$ cat config.mk
export PLATFORM = sky130hd
export DESIGN_NAME = multicycleCtrl
export DESIGN_NICKNAME = d
export VERILOG_FILES = /design/src/hw/ctrlPkg.sv /design/src/hw/decodeIf.sv /design/src/hw/multicycleCtrl.sv /design/src/hw/ctrlOutputs.sv /design/src/hw/ctrlSequencer.sv /design/src/hw/instrDecoder.sv
export SDC_FILE = /design/constraint.sdc
export NUM_CORES = 1
export LEC_CHECK = 0
export ABC_AREA = 1
export BUFFER_PORTS_ARGS = -buffer_cell sky130_fd_sc_hd__buf_2
export CAP_MARGIN = 40
export CORE_MARGIN = 2
export CORE_UTILIZATION = 55
export DETAILED_ROUTE_END_ITERATION = 7
export PLACE_DENSITY = 0.84
export SKIP_LAST_GASP = 1
export SYNTH_ARGS = -nofsm -noshare
export SYNTH_HDL_FRONTEND = slang
export SYNTH_SLANG_ARGS = --single-unit
$ cat constraint.sdc
create_clock -name clk -period 2.95 [get_ports clk]
set_clock_uncertainty 0.15 [all_clocks]
set_input_delay 0.4425 -clock clk [delete_from_list [all_inputs] [get_ports clk]]
set_output_delay 0.4425 -clock clk [all_outputs]
set_load 0.02 [all_outputs]
$ cat src/hw/ctrlPkg.sv
package ctrlPkg;

    // Primary opcodes
    localparam logic [5:0] opRtype = 6'h00;
    localparam logic [5:0] opJ     = 6'h02;
    localparam logic [5:0] opJal   = 6'h03;
    localparam logic [5:0] opBeq   = 6'h04;
    localparam logic [5:0] opBne   = 6'h05;
    localparam logic [5:0] opBlez  = 6'h06;
    localparam logic [5:0] opBgtz  = 6'h07;
    localparam logic [5:0] opAddi  = 6'h08;
    localparam logic [5:0] opAddiu = 6'h09;
    localparam logic [5:0] opSlti  = 6'h0a;
    localparam logic [5:0] opSltiu = 6'h0b;
    localparam logic [5:0] opAndi  = 6'h0c;
    localparam logic [5:0] opOri   = 6'h0d;
    localparam logic [5:0] opXori  = 6'h0e;
    localparam logic [5:0] opLui   = 6'h0f;
    localparam logic [5:0] opLw    = 6'h23;
    localparam logic [5:0] opSw    = 6'h2b;

    // Function field of R-type
    localparam logic [5:0] fnSll  = 6'h00;
    localparam logic [5:0] fnSrl  = 6'h02;
    localparam logic [5:0] fnSllv = 6'h04;
    localparam logic [5:0] fnSrlv = 6'h06;
    localparam logic [5:0] fnJr   = 6'h08;
    localparam logic [5:0] fnJalr = 6'h09;
    localparam logic [5:0] fnAdd  = 6'h20;
    localparam logic [5:0] fnAddu = 6'h21;
    localparam logic [5:0] fnSub  = 6'h22;
    localparam logic [5:0] fnSubu = 6'h23;
    localparam logic [5:0] fnAnd  = 6'h24;
    localparam logic [5:0] fnOr   = 6'h25;
    localparam logic [5:0] fnXor  = 6'h26;
    localparam logic [5:0] fnNor  = 6'h27;

    typedef enum logic [3:0] {
        stFetch,
        stDecode,
        stMemAddr,
        stMemLoad,
        stLoadWb,
        stMemStore,
        stExecute,
        stAluWb,
        stBranch,
        stJump
    } ctrlStateT;

    typedef enum logic [2:0] {
        clsAlu,
        clsLoad,
        clsStore,
        clsBranch,
        clsJump,
        clsIllegal
    } instrClassT;

    typedef enum logic [4:0] {
        aluAdd,
        aluSub,
        aluAnd,
        aluOr,
        aluXor,
        aluNor,
        aluSll,
        aluSrl,
        aluSlt,
        aluSltu,
        aluLui,
        aluBne,
        aluBgtz,
        aluBlez
    } aluOpT;

    typedef enum logic [1:0] {srcARegA, srcAPc, srcAShamt} aluSrcAT;
    typedef enum logic [1:0] {srcBRegB, srcBFour, srcBImm, srcBBranchOff} aluSrcBT;
    typedef enum logic [1:0] {dstRt, dstRd, dstRa} regDstT;
    typedef enum logic [1:0] {wbMem, wbAlu, wbPcPlus4} memToRegT;
    typedef enum logic [1:0] {pcPlus4, pcBranch, pcJump, pcReg} pcSrcT;

endpackage
$ cat src/hw/decodeIf.sv
interface decodeIf;
    import ctrlPkg::*;

    logic       accept;     // Handshake fire
    instrClassT instrClass;
    aluOpT      aluOp;
    aluSrcAT    aluSrcA;
    aluSrcBT    aluSrcB;
    regDstT     regDst;
    logic       isRtype;
    logic       link;       // jal and jalr write ra

    modport decoder (
        input  accept,
        output instrClass, aluOp, aluSrcA, aluSrcB, regDst, isRtype, link
    );

    modport sequencer (
        output accept,
        input  instrClass, link
    );

    modport outputs (
        input instrClass, aluOp, aluSrcA, aluSrcB, regDst, isRtype, link
    );

endinterface

$ cat src/hw/multicycleCtrl.sv
module multicycleCtrl (
    input  logic              clk,
    input  logic              arstN,
    input  logic              instrValid,
    output logic              instrReady,
    input  logic [5:0]        op,
    input  logic [5:0]        funct,
    output logic              pcWrite,
    output logic              pcWriteCond,
    output logic              irWrite,
    output logic              regWrite,
    output logic              memRead,
    output logic              memWrite,
    output logic              illegalInstr,
    output ctrlPkg::pcSrcT    pcSrc,
    output ctrlPkg::regDstT   regDst,
    output ctrlPkg::memToRegT memToReg,
    output ctrlPkg::aluSrcAT  aluSrcA,
    output ctrlPkg::aluSrcBT  aluSrcB,
    output ctrlPkg::aluOpT    aluOp
);
    import ctrlPkg::*;

    ctrlStateT state;

    decodeIf decBus ();

    instrDecoder decoder_i (
        .clk   (clk),
        .arstN (arstN),
        .op    (op),
        .funct (funct),
        .dec   (decBus.decoder)
    );

    ctrlSequencer sequencer_i (
        .clk        (clk),
        .arstN      (arstN),
        .instrValid (instrValid),
        .instrReady (instrReady),
        .state      (state),
        .dec        (decBus.sequencer)
    );

    ctrlOutputs outputs_i (
        .state        (state),
        .instrValid   (instrValid),
        .dec          (decBus.outputs),
        .pcWrite      (pcWrite),
        .pcWriteCond  (pcWriteCond),
        .irWrite      (irWrite),
        .regWrite     (regWrite),
        .memRead      (memRead),
        .memWrite     (memWrite),
        .illegalInstr (illegalInstr),
        .pcSrc        (pcSrc),
        .regDst       (regDst),
        .memToReg     (memToReg),
        .aluSrcA      (aluSrcA),
        .aluSrcB      (aluSrcB),
        .aluOp        (aluOp)
    );

endmodule

$ cat src/hw/ctrlOutputs.sv
module ctrlOutputs (
    input  ctrlPkg::ctrlStateT state,
    input  logic               instrValid,
    decodeIf.outputs           dec,
    output logic               pcWrite,
    output logic               pcWriteCond,
    output logic               irWrite,
    output logic               regWrite,
    output logic               memRead,
    output logic               memWrite,
    output logic               illegalInstr,
    output ctrlPkg::pcSrcT     pcSrc,
    output ctrlPkg::regDstT    regDst,
    output ctrlPkg::memToRegT  memToReg,
    output ctrlPkg::aluSrcAT   aluSrcA,
    output ctrlPkg::aluSrcBT   aluSrcB,
    output ctrlPkg::aluOpT     aluOp
);
    import ctrlPkg::*;

    always_comb
    begin
        pcWrite      = 1'b0;
        pcWriteCond  = 1'b0;
        irWrite      = 1'b0;
        regWrite     = 1'b0;
        memRead      = 1'b0;
        memWrite     = 1'b0;
        illegalInstr = 1'b0;
        pcSrc        = pcPlus4;
        regDst       = dstRt;
        memToReg     = wbAlu;
        aluSrcA      = srcARegA;
        aluSrcB      = srcBRegB;
        aluOp        = aluAdd;
        case (state)
            stFetch:
            begin
                pcWrite = instrValid;       // Only on the accept cycle
                irWrite = instrValid;
                aluSrcA = srcAPc;
                aluSrcB = srcBFour;
            end
            stDecode:
            begin
                aluSrcA      = srcAPc;      // Branch target into ALUOut
                aluSrcB      = srcBBranchOff;
                illegalInstr = (dec.instrClass == clsIllegal);
            end
            stMemAddr:
            begin
                aluSrcB = srcBImm;
            end
            stMemLoad:
            begin
                memRead = 1'b1;
            end
            stLoadWb:
            begin
                regWrite = 1'b1;
                memToReg = wbMem;
            end
            stMemStore:
            begin
                memWrite = 1'b1;
            end
            stExecute:
            begin
                aluSrcA = dec.aluSrcA;
                aluSrcB = dec.aluSrcB;
                aluOp   = dec.aluOp;
            end
            stAluWb:
            begin
                regWrite = 1'b1;
                regDst   = dec.regDst;
            end
            stBranch:
            begin
                pcWriteCond = 1'b1;
                pcSrc       = pcBranch;
                aluOp       = dec.aluOp;   // aluSub for beq
            end
            stJump:
            begin
                pcWrite  = 1'b1;
                pcSrc    = dec.isRtype ? pcReg : pcJump;
                regWrite = dec.link;
                regDst   = dstRa;
                memToReg = wbPcPlus4;
            end
            default:
            begin
                pcSrc = pcPlus4;
            end
        endcase
    end

endmodule

$ cat src/hw/ctrlSequencer.sv
module ctrlSequencer (
    input  logic               clk,
    input  logic               arstN,
    input  logic               instrValid,
    output logic               instrReady,
    output ctrlPkg::ctrlStateT state,
    decodeIf.sequencer         dec
);
    import ctrlPkg::*;

    ctrlStateT stateNext;

    assign instrReady = (state == stFetch);
    assign dec.accept = instrReady & instrValid;

    always_comb
    begin
        stateNext = state;
        case (state)
            stFetch:
            begin
                if (dec.accept)
                begin
                    stateNext = stDecode;
                end
            end
            stDecode:
            begin
                case (dec.instrClass)
                    clsAlu:             stateNext = stExecute;
                    clsLoad, clsStore:  stateNext = stMemAddr;
                    clsBranch:          stateNext = stBranch;
                    clsJump:            stateNext = stJump;
                    default:            stateNext = stFetch;  // Illegal code
                endcase
            end
            stMemAddr:
            begin
                if (dec.instrClass == clsLoad)
                begin
                    stateNext = stMemLoad;
                end
                else
                begin
                    stateNext = stMemStore;
                end
            end
            stMemLoad:  stateNext = stLoadWb;
            stExecute:  stateNext = stAluWb;
            stLoadWb,
            stMemStore,
            stAluWb,
            stBranch,
            stJump:     stateNext = stFetch;
            default:    stateNext = stFetch;
        endcase
    end

    always_ff @(posedge clk or negedge arstN)
    begin
        if (!arstN)
        begin
            state <= stFetch;
        end
        else
        begin
            state <= stateNext;
        end
    end

endmodule

$ cat src/hw/instrDecoder.sv
module instrDecoder (
    input  logic        clk,
    input  logic        arstN,
    input  logic [5:0]  op,
    input  logic [5:0]  funct,
    decodeIf.decoder    dec
);
    import ctrlPkg::*;

    instrClassT classNext;
    aluOpT      aluOpNext;
    aluSrcAT    srcANext;
    aluSrcBT    srcBNext;
    regDstT     dstNext;
    logic       linkNext;

    always_comb
    begin
        classNext = clsIllegal;
        aluOpNext = aluAdd;
        srcANext  = srcARegA;
        srcBNext  = srcBImm;          // I-type unless overridden
        dstNext   = dstRt;
        linkNext  = 1'b0;
        case (op)
            opRtype:
            begin
                classNext = clsAlu;
                srcBNext  = srcBRegB;
                dstNext   = dstRd;
                case (funct)
                    fnAdd, fnAddu: aluOpNext = aluAdd;
                    fnSub, fnSubu: aluOpNext = aluSub;
                    fnAnd:         aluOpNext = aluAnd;
                    fnOr:          aluOpNext = aluOr;
                    fnXor:         aluOpNext = aluXor;
                    fnNor:         aluOpNext = aluNor;
                    fnSllv:        aluOpNext = aluSll;
                    fnSrlv:        aluOpNext = aluSrl;
                    fnSll:
                    begin
                        aluOpNext = aluSll;
                        srcANext  = srcAShamt;
                    end
                    fnSrl:
                    begin
                        aluOpNext = aluSrl;
                        srcANext  = srcAShamt;
                    end
                    fnJr:          classNext = clsJump;
                    fnJalr:
                    begin
                        classNext = clsJump;
                        linkNext  = 1'b1;
                    end
                    default:       classNext = clsIllegal;
                endcase
            end
            opAddi, opAddiu: {classNext, aluOpNext} = {clsAlu, aluAdd};
            opSlti:          {classNext, aluOpNext} = {clsAlu, aluSlt};
            opSltiu:         {classNext, aluOpNext} = {clsAlu, aluSltu};
            opAndi:          {classNext, aluOpNext} = {clsAlu, aluAnd};
            opOri:           {classNext, aluOpNext} = {clsAlu, aluOr};
            opXori:          {classNext, aluOpNext} = {clsAlu, aluXor};
            opLui:           {classNext, aluOpNext} = {clsAlu, aluLui};
            opLw:            classNext = clsLoad;
            opSw:            classNext = clsStore;
            opBeq:           {classNext, aluOpNext, srcBNext} = {clsBranch, aluSub, srcBRegB};
            opBne:           {classNext, aluOpNext, srcBNext} = {clsBranch, aluBne, srcBRegB};
            opBlez:          {classNext, aluOpNext, srcBNext} = {clsBranch, aluBlez, srcBRegB};
            opBgtz:          {classNext, aluOpNext, srcBNext} = {clsBranch, aluBgtz, srcBRegB};
            opJ:             classNext = clsJump;
            opJal:
            begin
                classNext = clsJump;
                linkNext  = 1'b1;
            end
            default:         classNext = clsIllegal;
        endcase
    end

    always_ff @(posedge clk or negedge arstN)
    begin
        if (!arstN)
        begin
            dec.instrClass <= clsIllegal;
            dec.aluOp      <= aluAdd;
            dec.aluSrcA    <= srcARegA;
            dec.aluSrcB    <= srcBRegB;
            dec.regDst     <= dstRt;
            dec.isRtype    <= 1'b0;
            dec.link       <= 1'b0;
        end
        else if (dec.accept)           // Hold fields until next fetch
        begin
            dec.instrClass <= classNext;
            dec.aluOp      <= aluOpNext;
            dec.aluSrcA    <= srcANext;
            dec.aluSrcB    <= srcBNext;
            dec.regDst     <= dstNext;
            dec.isRtype    <= (op == opRtype);
            dec.link       <= linkNext;
        end
    end

endmodule

==> flow_metrics.py, run 1 <==
metrics = {
    "worst_setup_path": {
        "crit_path_max_incr_delay_ps": 540,
        "crit_slowest_cell": "nor4_1",
        "crit_top_cell": "nor2_1",
        "r2r-start": "sequencer_i.state[0]$_DFFE_PN0P_",
        "worstPathBufferInverterCount": 1,
        "end_kind": "output pin",
        "startpoint_type": "flop",
        "critPathMaxFanout": 7,
        "cpLargestDelayFamily": "simple AND/OR/NAND/NOR gates",
        "r2r_setup_slack_ps": 1110,
        "r2r_end": "decoder_i.dec.instrClass[0]$_DFFE_PN1P_",
        "arrival_ps": 1810,
        "crit_type": "reg2out",
        "critPathRequiredTime_ps": 2360,
        "crit_chain": "nor4_1, nor2_1, nor2_1, buf_2",
        "rr_worst_depth": 8,
    },
    "yosys": {
        "synth_cell_types": 29,
        "synth_top_cell_by_area": "dfrtp_1",
        "ys.warnings.count": 0,
        "syn_inst": 211,
        "synth_fp_nets": 226,
        "ys_seq_area_share_pct": 29.8,
        "netlist.area_leader.share_pct": 25.7,
        "synth_seq_cells": 15,
        "ys_top_cells_by_area": "dfrtp_1 26%, nand2_1 17%, nor2_1 11%",
        "syn_area_sq_um": 1270,
        "syn_area_per_cell_sq_um": 6.01,
    },
    "drt": {
        "drc": 0,
        "wl_met1_um": 1340,
        "drt_iter0_drc": 25,
        "dr.pass1.iters": 4,
        "ant_nets": 0,
        "wl_um": 2880,
        "wl_met3_um": 147,
        "vias": 1387,
        "wl_met2_um": 1360,
        "vias_per_cell": 5.04,
        "top_layer": "met4",
        "wl_per_cell_um": 10.5,
    },
    "power_and_ir_drop": {
        "switching_share_pct": 50.2,
        "ir_drop_mv": 0.528,
        "p_comb_share_pct": 56.8,
        "power_switching_uw": 528,
        "intPower_uw": 524,
        "power_density_nw_per_um2": 709,
        "power.share.sequential_pct": 32.2,
        "power_frac_clock_pct": 10.9,
        "total_power_uw": 1050,
        "p_leak_uw": 0.000848,
    },
    "sta": {
        "setup_tns_ps": 0,
        "worstMarginPinSlew_ps": 551,
        "timing.fmax_ghz": 0.416,
        "setup_viol": 0,
        "hold_viol": 0,
        "finalCritPeriodShare_pct": 81.4,
        "rsz0062_at_grt": "no",
        "slew_headroom_pct": 62.9,
        "period_needed_ps": 2400,
        "finalMaxSlewViolations": 0,
    },
    "floorplan": {
        "ios": 38,
        "start_util_pct": 57.9,
        "rows": 17,
        "die_h_um": 52.0,
        "dieWidth_um": 52.0,
        "die_area_sq_um": 2700,
        "core_sq_um": 2190,
    },
    "clock_tree": {
        "clkSlewWorstSetupHoldPaths_ps": 90,
        "htreeDepth": 1,
        "clock_latency_ps": 280,
        "cts.sinks": 15,
        "cts_root_buf": "clkbuf_4",
        "cts_setup_buffers": 0,
        "tritoncts": "built",
        "cts_buffers": 3,
        "cts.path.max_buffers": 2,
    },
    "layout": {
        "diodes": 0,
        "fill_cells": 223,
        "final_nets": 263,
        "drive_gt1_share_pct": 20.6,
        "area_growth_pct": 17.1,
    },
    "status": {
        "status": "finished clean",
    },
    "worst_hold_path": {
        "min_to": "decoder_i.dec.link$_DFFE_PN0P_",
        "hold_path.startpoint": "funct[0]",
        "min_path_cells": 3,
        "hold_class": "in2reg",
    },
    "job": {
        "cap_violations": 0,
    },
    "global_route": {
        "antenna_found_initial": 0,
        "grt_pass1_wl_um": 5010,
        "track_usage_pct": 24.0,
        "grt_max_degree": 17,
        "grt_overflow": 0,
        "grt_pass1_vias": 1245,
    },
    "place": {
        "io_buffers": 36,
        "place_hpwl_um": 2360,
        "place_congestion": 0.882,
    },
}
[per-layer routing]
layer / track usage, % / vias to the layer above
met3: 3.74 / 4
met4: 5.26 / 0
li1: - / 735
met1: 29.7 / 607
met5: 0 / -
met2: 43.5 / 41
[repair_timing]
item | CTS | global route
hold endpoints to repair | 13 | 0
endpoints found under the setup margin | 0 | 0
hold buffers | 1 | 0
gates resized for setup | 0 | 0
[cell families after synthesis]
logic type             count (synthesis)  share of synthesized area (%)
buffers and inverters                 42                           13.7
AND/OR/NAND/NOR                      133                           46.2
AO/OA/AOI/OAI                         20                           9.97
flip-flops                            15                           29.8
other                                  1                          0.296
[worst max path at each step]
stage	end	cells after the start	slack [ps]	startpoint
after floorplan	aluOp[0]	3	550	sequencer_i.state[0]$_DFFE_PN0P_
after global placement	aluOp[0]	4	910	sequencer_i.state[0]$_DFFE_PN0P_
after detailed placement	aluOp[2]	4	910	sequencer_i.state[0]$_DFFE_PN0P_
after CTS	aluOp[2]	4	550	sequencer_i.state[0]$_DFFE_PN0P_
after global routing	aluOp[2]	4	440	sequencer_i.state[0]$_DFFE_PN0P_
final	aluOp[2]	4	550	sequencer_i.state[0]$_DFFE_PN0P_
[state kept, by name (all words and copies together), names as in the netlist]
| name | cells |
|---|---|
| decoder_i.dec.instrClass | 3 |
| decoder_i.dec.aluSrcA | 1 |
| decoder_i.dec.aluSrcB | 1 |
| decoder_i.dec.aluOp | 4 |
| decoder_i.dec.regDst | 1 |
| decoder_i.dec.link | 1 |
| sequencer_i.state | 4 |
[area by class of cell]
class                      count  area [sq um]  area share (%)
clock buffer                   4          26.3            1.77
inverter                      37           139            9.36
multi-input combinational    154           716            48.2
sequential                    15           378            25.5
tap                           28          35.0            2.36
timing repair buffer          37           190            12.8
[power by group through the flow]
stage	Sequential [uW]	Clock [uW]	Combinational (uW)
after floorplan	330	0	459
after global routing	349	124	678
after CTS	339	118	601
after global placement	339	0	589
final	339	115	598
after detailed placement	343	0	598
[through the flow]
stage	hold WS [ps]	worst slack [ps]	cells	util, %	instance area (sq um)
floorplan	-3.09	549	211	-	1270
global placement	213	913	270	66.1	1450
detailed placement	215	906	270	66.1	1450
CTS	283	546	275	67.7	1480
global route	294	439	275	67.7	1480
finish	285	549	275	67.7	1480
[cells in the final DEF, fill, tap and decap left out, drive strengths merged]
cell type,instances
nand2,59
nor2,41
inv,37
buf,36
nand3,22
dfrtp,13
nor3,7
a21oi,6
o211ai,4
clkbuf,4
o21ai,3
nor4,2
o22ai,2
dfstp,2
o21bai,1
o221ai,1
a21o,1
nand4,1
a31oi,1
and3,1
a2bb2oi,1
conb,1
dlygate4sd3,1
[Yosys cell counts]
cell        n
o221ai_1    1
a21oi_1     6
nor3_1      5
nor3_2      2
and3_1      1
o211ai_1    4
nand4_1     1
a2bb2oi_1   1
nand3_2     1
nand2_2     1
nand2_4     1
nor2_4      1
buf_2       1
inv_2       1
nor4_1      2
dfstp_2     2
nor2_2      3
nand3_1    21
a21o_1      1
dfrtp_1    13
nand2_1    57
conb_1      1
o22ai_1     2
inv_1      36
o21ai_0     3
nor2_1     37
o21bai_1    1
buf_4       4
a31oi_1     1
[worst register-to-register path, delay by kind of cell (launching register included)]
kind | cells | cell delay (ps)
flops | 1 | 470
simple gates | 8 | 1170
(Power assumes the default switching activity.)
==> inputs of run 2 (changes only) <==
- CORE_UTILIZATION: 55 -> 46
- PLACE_DENSITY: 0.84 -> 0.75
- clock period: 2.95 -> 2 ns (I/O delays scaled with it)
==> run 2 against run 1 <==
Effect of this change:
- the flow now finishes with violations (setup timing)
- setup slack got worse by 580 ps
- critical path depth increased by 3
- final area increased by 7.9%
- register-to-register slack lost 710 ps
- sequential power grew 55%
- clock power rose by 53%
- final cell count increased by 4.4%
- hold slack worse by 140 ps
- critical endpoint is now aluSrcB[1]
- largest cell class unchanged
- highest routed layer unchanged
==> flow_metrics.py, run 2 (same netlist as run 1, synthesis figures left out) <==
metrics = {
    "global_route": {
        "grt_max_degree": 16,
        "antenna_found_initial": 0,
        "grt_pass1_vias": 1237,
        "track_usage_pct": 20.8,
        "grt_pass1_wl_um": 5260,
        "grt_overflow": 0,
    },
    "worst_setup_path": {
        "crit_path_max_incr_delay_ps": 400,
        "rr_worst_depth": 6,
        "crit_chain": "inv_2, nand2_2, nor3_4, buf_4, a21oi_1, nand2_1, buf_2",
        "arrival_ps": 1580,
        "critPathRequiredTime_ps": 1550,
        "end_kind": "output pin",
        "r2r_end": "decoder_i.dec.instrClass[2]$_DFFE_PN1P_",
        "r2r_setup_slack_ps": 400,
        "r2r-start": "sequencer_i.state[0]$_DFFE_PN0P_",
        "startpoint_type": "flop",
        "crit_slowest_cell": "dfrtp_1",
        "critPathMaxFanout": 5,
        "crit_type": "reg2out",
    },
    "sta": {
        "setup_slack_ps": -30.8,
        "finalCritPeriodShare_pct": 102,
        "rsz0062_at_grt": "yes",
        "finalMaxSlewViolations": 0,
        "timing.fmax_ghz": 0.492,
        "setup_viol": 1,
        "period_needed_ps": 2030,
        "hold_viol": 0,
    },
    "clock_tree": {
        "cts_root_buf": "clkbuf_4",
        "cts.sinks": 15,
        "htreeDepth": 1,
        "tritoncts": "built",
        "clock_latency_ps": 280,
        "cts_buffers": 3,
        "cts.path.max_buffers": 2,
        "clkSlewWorstSetupHoldPaths_ps": 100,
    },
    "drt": {
        "drc": 0,
        "ant_nets": 0,
        "wl_per_cell_um": 10.7,
        "wl_um": 3080,
        "vias": 1435,
        "drt_iter0_drc": 67,
        "vias_per_cell": 5.00,
        "dr.pass1.iters": 4,
    },
    "layout": {
        "stdcell_area_sq_um": 1600,
        "area_growth_pct": 26.4,
        "reg_top3": "decoder_i.dec.aluOp: 4 flops, sequencer_i.state: 4 flops, decoder_i.dec.instrClass: 3 flops",
        "layout_common_cells": "56 x nand2_1, 35 x nor2_1, 34 x inv_1, 34 x buf_2, 21 x nand3_1",
        "drive_gt1_share_pct": 27.7,
        "multi_input_area_sq_um": 749,
        "seqCellArea_sq_um": 382,
        "diodes": 0,
        "final_common_cell": "nand2_1",
        "final_nets": 272,
        "final_core_util_pct": 59.6,
        "fill_cells": 288,
    },
    "power_and_ir_drop": {
        "power.share.sequential_pct": 30.8,
        "ir_drop_mv": 0.922,
        "power_switching_uw": 854,
        "p_leak_uw": 0.000901,
        "intPower_uw": 854,
        "p_comb_share_pct": 58.9,
        "switching_share_pct": 50.0,
        "power_frac_clock_pct": 10.3,
        "power_density_nw_per_um2": 1070,
    },
    "worst_hold_path": {
        "hold_class": "in2reg",
        "min_to": "decoder_i.dec.link$_DFFE_PN0P_",
        "hold_path.startpoint": "funct[0]",
        "min_path_cells": 3,
    },
    "place": {
        "io_buffers": 36,
        "place_congestion": 0.854,
        "place_hpwl_um": 2400,
        "placed_area_sq_um": 1490,
    },
    "floorplan": {
        "rows": 19,
        "ios": 38,
        "die_area_sq_um": 3190,
        "die_h_um": 56.5,
        "start_util_pct": 47.2,
        "core_sq_um": 2690,
        "dieWidth_um": 56.5,
    },
    "status": {
        "status": "complete, but fails checks",
        "violations": "setup timing",
    },
    "job": {
        "cap_violations": 0,
    },
}
[run 2: cell types whose count changed in the layout (fill, tap and decap cells not counted), moves of 2 or more]
| cell | previous run | this run |
|---|---|---|
| dfrtp_2 | 0 | 3 |
| nor2_1 | 37 | 35 |
| dfrtp_1 | 13 | 10 |
| inv_1 | 36 | 34 |
| buf_2 | 36 | 34 |
| buf_4 | 0 | 11 |
| nor2_2 | 3 | 5 |
[run 2: worst max path at each step]
stage / from / end / slack [ps] / cells after the start
floorplan: sequencer_i.state[1]$_DFFE_PN0P_ / regWrite / 30 / 5
global placement: sequencer_i.state[3]$_DFFE_PN0P_ / aluOp[0] / 230 / 6
detailed placement: sequencer_i.state[3]$_DFFE_PN0P_ / aluOp[3] / 160 / 6
CTS: sequencer_i.state[3]$_DFFE_PN0P_ / aluSrcB[1] / -4 / 6
global route: sequencer_i.state[3]$_DFFE_PN0P_ / aluSrcB[1] / -130 / 7
finish: sequencer_i.state[3]$_DFFE_PN0P_ / aluSrcB[1] / -30 / 7
[run 2: power groups by stage]
stage          sequential (uW)  clock [uW]  combinational [uW]
6_report                   526         176                1010
5_1_grt                    543         201                1120
4_1_cts                    520         186                 972
3_5_place_dp               510           0                 915
3_3_place_gp               506           0                 906
2_1_floorplan              491           0                 679
[run 2: area by class of cell]
type                       count  share of cell area [%]
multi-input combinational    154                    46.8
tap                           31                    2.42
clock inverter                 1                   0.312
clock buffer                   3                    1.41
inverter                      37                    8.83
timing repair buffer          46                    16.4
sequential                    15                    23.8
[run 2: worst max-delay path: cells and delay by family (launching register included)]
family	cells	cell delay [ps]
AO/OA/AOI/OAI	1	60
buffers and inverters	3	410
flip-flops	1	400
AND/OR/NAND/NOR	3	430
[run 2: repair_timing]
action                     in CTS  in global routing
hold buffers                    1                  0
buffers inserted                2                  3
hold endpoints to repair       13                  0
setup endpoints to repair       9                 11
pin swaps                       1                  1
gates resized for setup         9                  5
[run 2: per-stage QoR]
stage	total power, uW	setup slack [ps]	hold WS (ps)	TNS [ps]	instances
after floorplan	1170	32.8	-146	0	211
after detailed placement	1430	161	76.3	0	277
after global routing	1870	-127	155	-841	287
after CTS	1680	-4.25	130	-8.22	284
final	1710	-30.8	144	-30.8	287
after global placement	1410	233	64.6	0	277
[run 2: per-layer routing]
layer / vias to the layer above / wire, um / GRT usage (%)
li1: 750 / - / -
met1: 643 / 1400 / 26.2
met2: 38 / 1500 / 36.0
met3: 4 / 139 / 3.23
met4: 0 / 34 / 7.14
met5: - / 0 / 0
==> inputs of run 3 (changes only) <==
- SKIP_LAST_GASP: 1 -> default
==> run 3 against run 2 <==
Effect of this change:
- the run still ends with setup timing left
- register-to-register slack about the same
- highest routed layer unchanged
- global-route usage unchanged
- critical path type unchanged
- clock-buffer cell count unchanged
- die area is the same
- final area up 0.16%
- critical endpoint unchanged
- sequential share of layout area about the same
- critical path depth is the same
==> flow_metrics.py, run 3 (same netlist as run 1, synthesis figures left out) <==
metrics = {
    "layout": {
        "final_nets": 272,
        "drive_gt1_share_pct": 27.7,
        "area_growth_pct": 26.6,
        "stdcell_area_sq_um": 1600,
        "final_common_cell": "nand2_1",
        "final_core_util_pct": 59.7,
        "reg_top3": "decoder_i.dec.aluOp: 4 flops, sequencer_i.state: 4 flops, decoder_i.dec.instrClass: 3 flops",
        "layout_common_cells": "56 x nand2_1, 35 x nor2_1, 34 x inv_1, 33 x buf_2, 21 x nand3_1",
        "diodes": 0,
    },
    "worst_setup_path": {
        "crit_path_max_incr_delay_ps": 400,
        "path_depth": 7,
        "arrival_ps": 1560,
        "cp-startpoint": "sequencer_i.state[3]$_DFFE_PN0P_",
        "r2r_setup_slack_ps": 400,
        "crit_top_cell": "buf_4",
        "r2r-start": "sequencer_i.state[0]$_DFFE_PN0P_",
        "end_kind": "output pin",
        "crit_path_end": "aluSrcB[1]",
        "critPathRequiredTime_ps": 1550,
        "startpoint_type": "flop",
        "crit_chain": "inv_2, nand2_2, nor3_4, buf_4, a21oi_1, nand2_1, buf_4",
        "r2r_end": "decoder_i.dec.instrClass[2]$_DFFE_PN1P_",
        "rr_worst_depth": 6,
        "crit_type": "reg2out",
        "worstPathBufferInverterCount": 3,
        "crit_slowest_cell": "dfrtp_1",
        "critPathMaxFanout": 5,
        "cpLargestDelayFamily": "simple AND/OR/NAND/NOR gates",
    },
    "worst_hold_path": {
        "hold_path.startpoint": "funct[0]",
        "hold_class": "in2reg",
    },
    "floorplan": {
        "core_sq_um": 2690,
        "ios": 38,
        "die_area_sq_um": 3190,
        "start_util_pct": 47.2,
        "dieWidth_um": 56.5,
        "rows": 19,
        "die_h_um": 56.5,
    },
    "power_and_ir_drop": {
        "power_density_nw_per_um2": 1070,
        "p_leak_uw": 0.000902,
        "ir_drop_mv": 0.925,
        "total_power_uw": 1720,
    },
    "global_route": {
        "track_usage_pct": 20.8,
        "grt_use_met3_pct": 3.23,
        "use_met2_pct": 36.0,
        "grt_pass1_wl_um": 5260,
        "grt_pass1_vias": 1235,
        "busiest_layer": "met2",
        "antenna_found_initial": 0,
        "grt_overflow": 0,
        "use_met1_pct": 26.2,
        "grt_max_degree": 16,
    },
    "place": {
        "io_buffers": 36,
        "placed_area_sq_um": 1490,
        "place_hpwl_um": 2400,
        "place_congestion": 0.854,
    },
    "status": {
        "status": "complete, but fails checks",
        "violations": "setup timing",
    },
    "clock_tree": {
        "cts.path.max_buffers": 2,
        "tritoncts": "built",
        "cts.sinks": 15,
        "cts_buffers": 3,
        "clkSlewWorstSetupHoldPaths_ps": 100,
        "clock_latency_ps": 280,
        "htreeDepth": 1,
        "cts_root_buf": "clkbuf_4",
    },
    "sta": {
        "setup_slack_ps": -14.5,
        "period_needed_ps": 2010,
        "finalCritPeriodShare_pct": 101,
        "finalMaxSlewViolations": 0,
        "whs_ps": 144,
        "rsz0062_at_grt": "yes",
        "hold_viol": 0,
        "setup_tns_ps": -14.5,
        "setup_viol": 1,
        "timing.fmax_ghz": 0.496,
    },
    "drt": {
        "vias_per_cell": 5.00,
        "vias": 1435,
        "dr.pass1.iters": 4,
        "drt_iter0_drc": 65,
        "wl_um": 3080,
        "ant_nets": 0,
        "drc": 0,
        "wl_per_cell_um": 10.7,
    },
    "job": {
        "cap_violations": 0,
    },
}
==> run 3: cell types whose count changed in the layout (fill, tap and decap cells not counted) <==
| cell | delta |
|---|---|
| buf_4 | +1 |
| buf_2 | -1 |
==> run 3: final cells by class <==
type / count / area (sq um)
Clock buffer: 3 / 22.5
Inverter: 37 / 141
Timing Repair Buffer: 46 / 265
Fill cell: 287 / 1080
Sequential cell: 15 / 382
Tap cell: 31 / 38.8
Multi-Input combinational cell: 154 / 749
Clock inverter: 1 / 5.00
==> run 3: timing repair <==
| item | 4_1_cts | 5_1_grt |
|---|---|---|
| buffers inserted | 2 | 3 |
| gates resized for setup | 9 | 6 |
| hold buffers | 1 | 0 |
| hold endpoints to repair | 13 | 0 |
| pin swaps | 1 | 1 |
| setup endpoints to repair | 9 | 11 |
==> run 3: worst min-delay path by stage <==
stage / to / slack (ps) / depth (start not counted)
floorplan: decoder_i.dec.aluOp[0]$_DFFE_PN0P_ / -150 / 0
global placement: sequencer_i.state[2]$_DFFE_PN0P_ / 60 / 1
detailed placement: sequencer_i.state[3]$_DFFE_PN0P_ / 80 / 1
CTS: decoder_i.dec.link$_DFFE_PN0P_ / 130 / 3
global route: decoder_i.dec.link$_DFFE_PN0P_ / 160 / 3
finish: decoder_i.dec.link$_DFFE_PN0P_ / 140 / 3
==> run 3: layer usage <==
metal | vias to the layer above | wire [um]
li1 | 750 | -
met1 | 643 | 1400
met2 | 38 | 1500
met3 | 4 | 139
met4 | 0 | 34
met5 | - | 0
==> run 3: through the flow <==
stage                     instances  setup WS (ps)
after floorplan                 211           32.8
after global placement          277            233
after detailed placement        277            161
after CTS                       284          -4.25
after global routing            287           -110
final                           287          -14.5
==> run 3: report_power, final <==
group / switching (uW) / leakage, uW / internal [uW]
clock: 102 / 0.0000177 / 74.3
sequential: 106 / 0.000189 / 420
combinational: 647 / 0.000695 / 368
total: 854 / 0.000902 / 862
==> run 3: worst register-to-register path, delay by kind of cell (launching register included) <==
kind | cells | cell delay [ps]
flip-flops | 1 | 500
AO/OA/AOI/OAI | 1 | 150
AND/OR/NAND/NOR | 4 | 550
buffers and inverters | 1 | 170
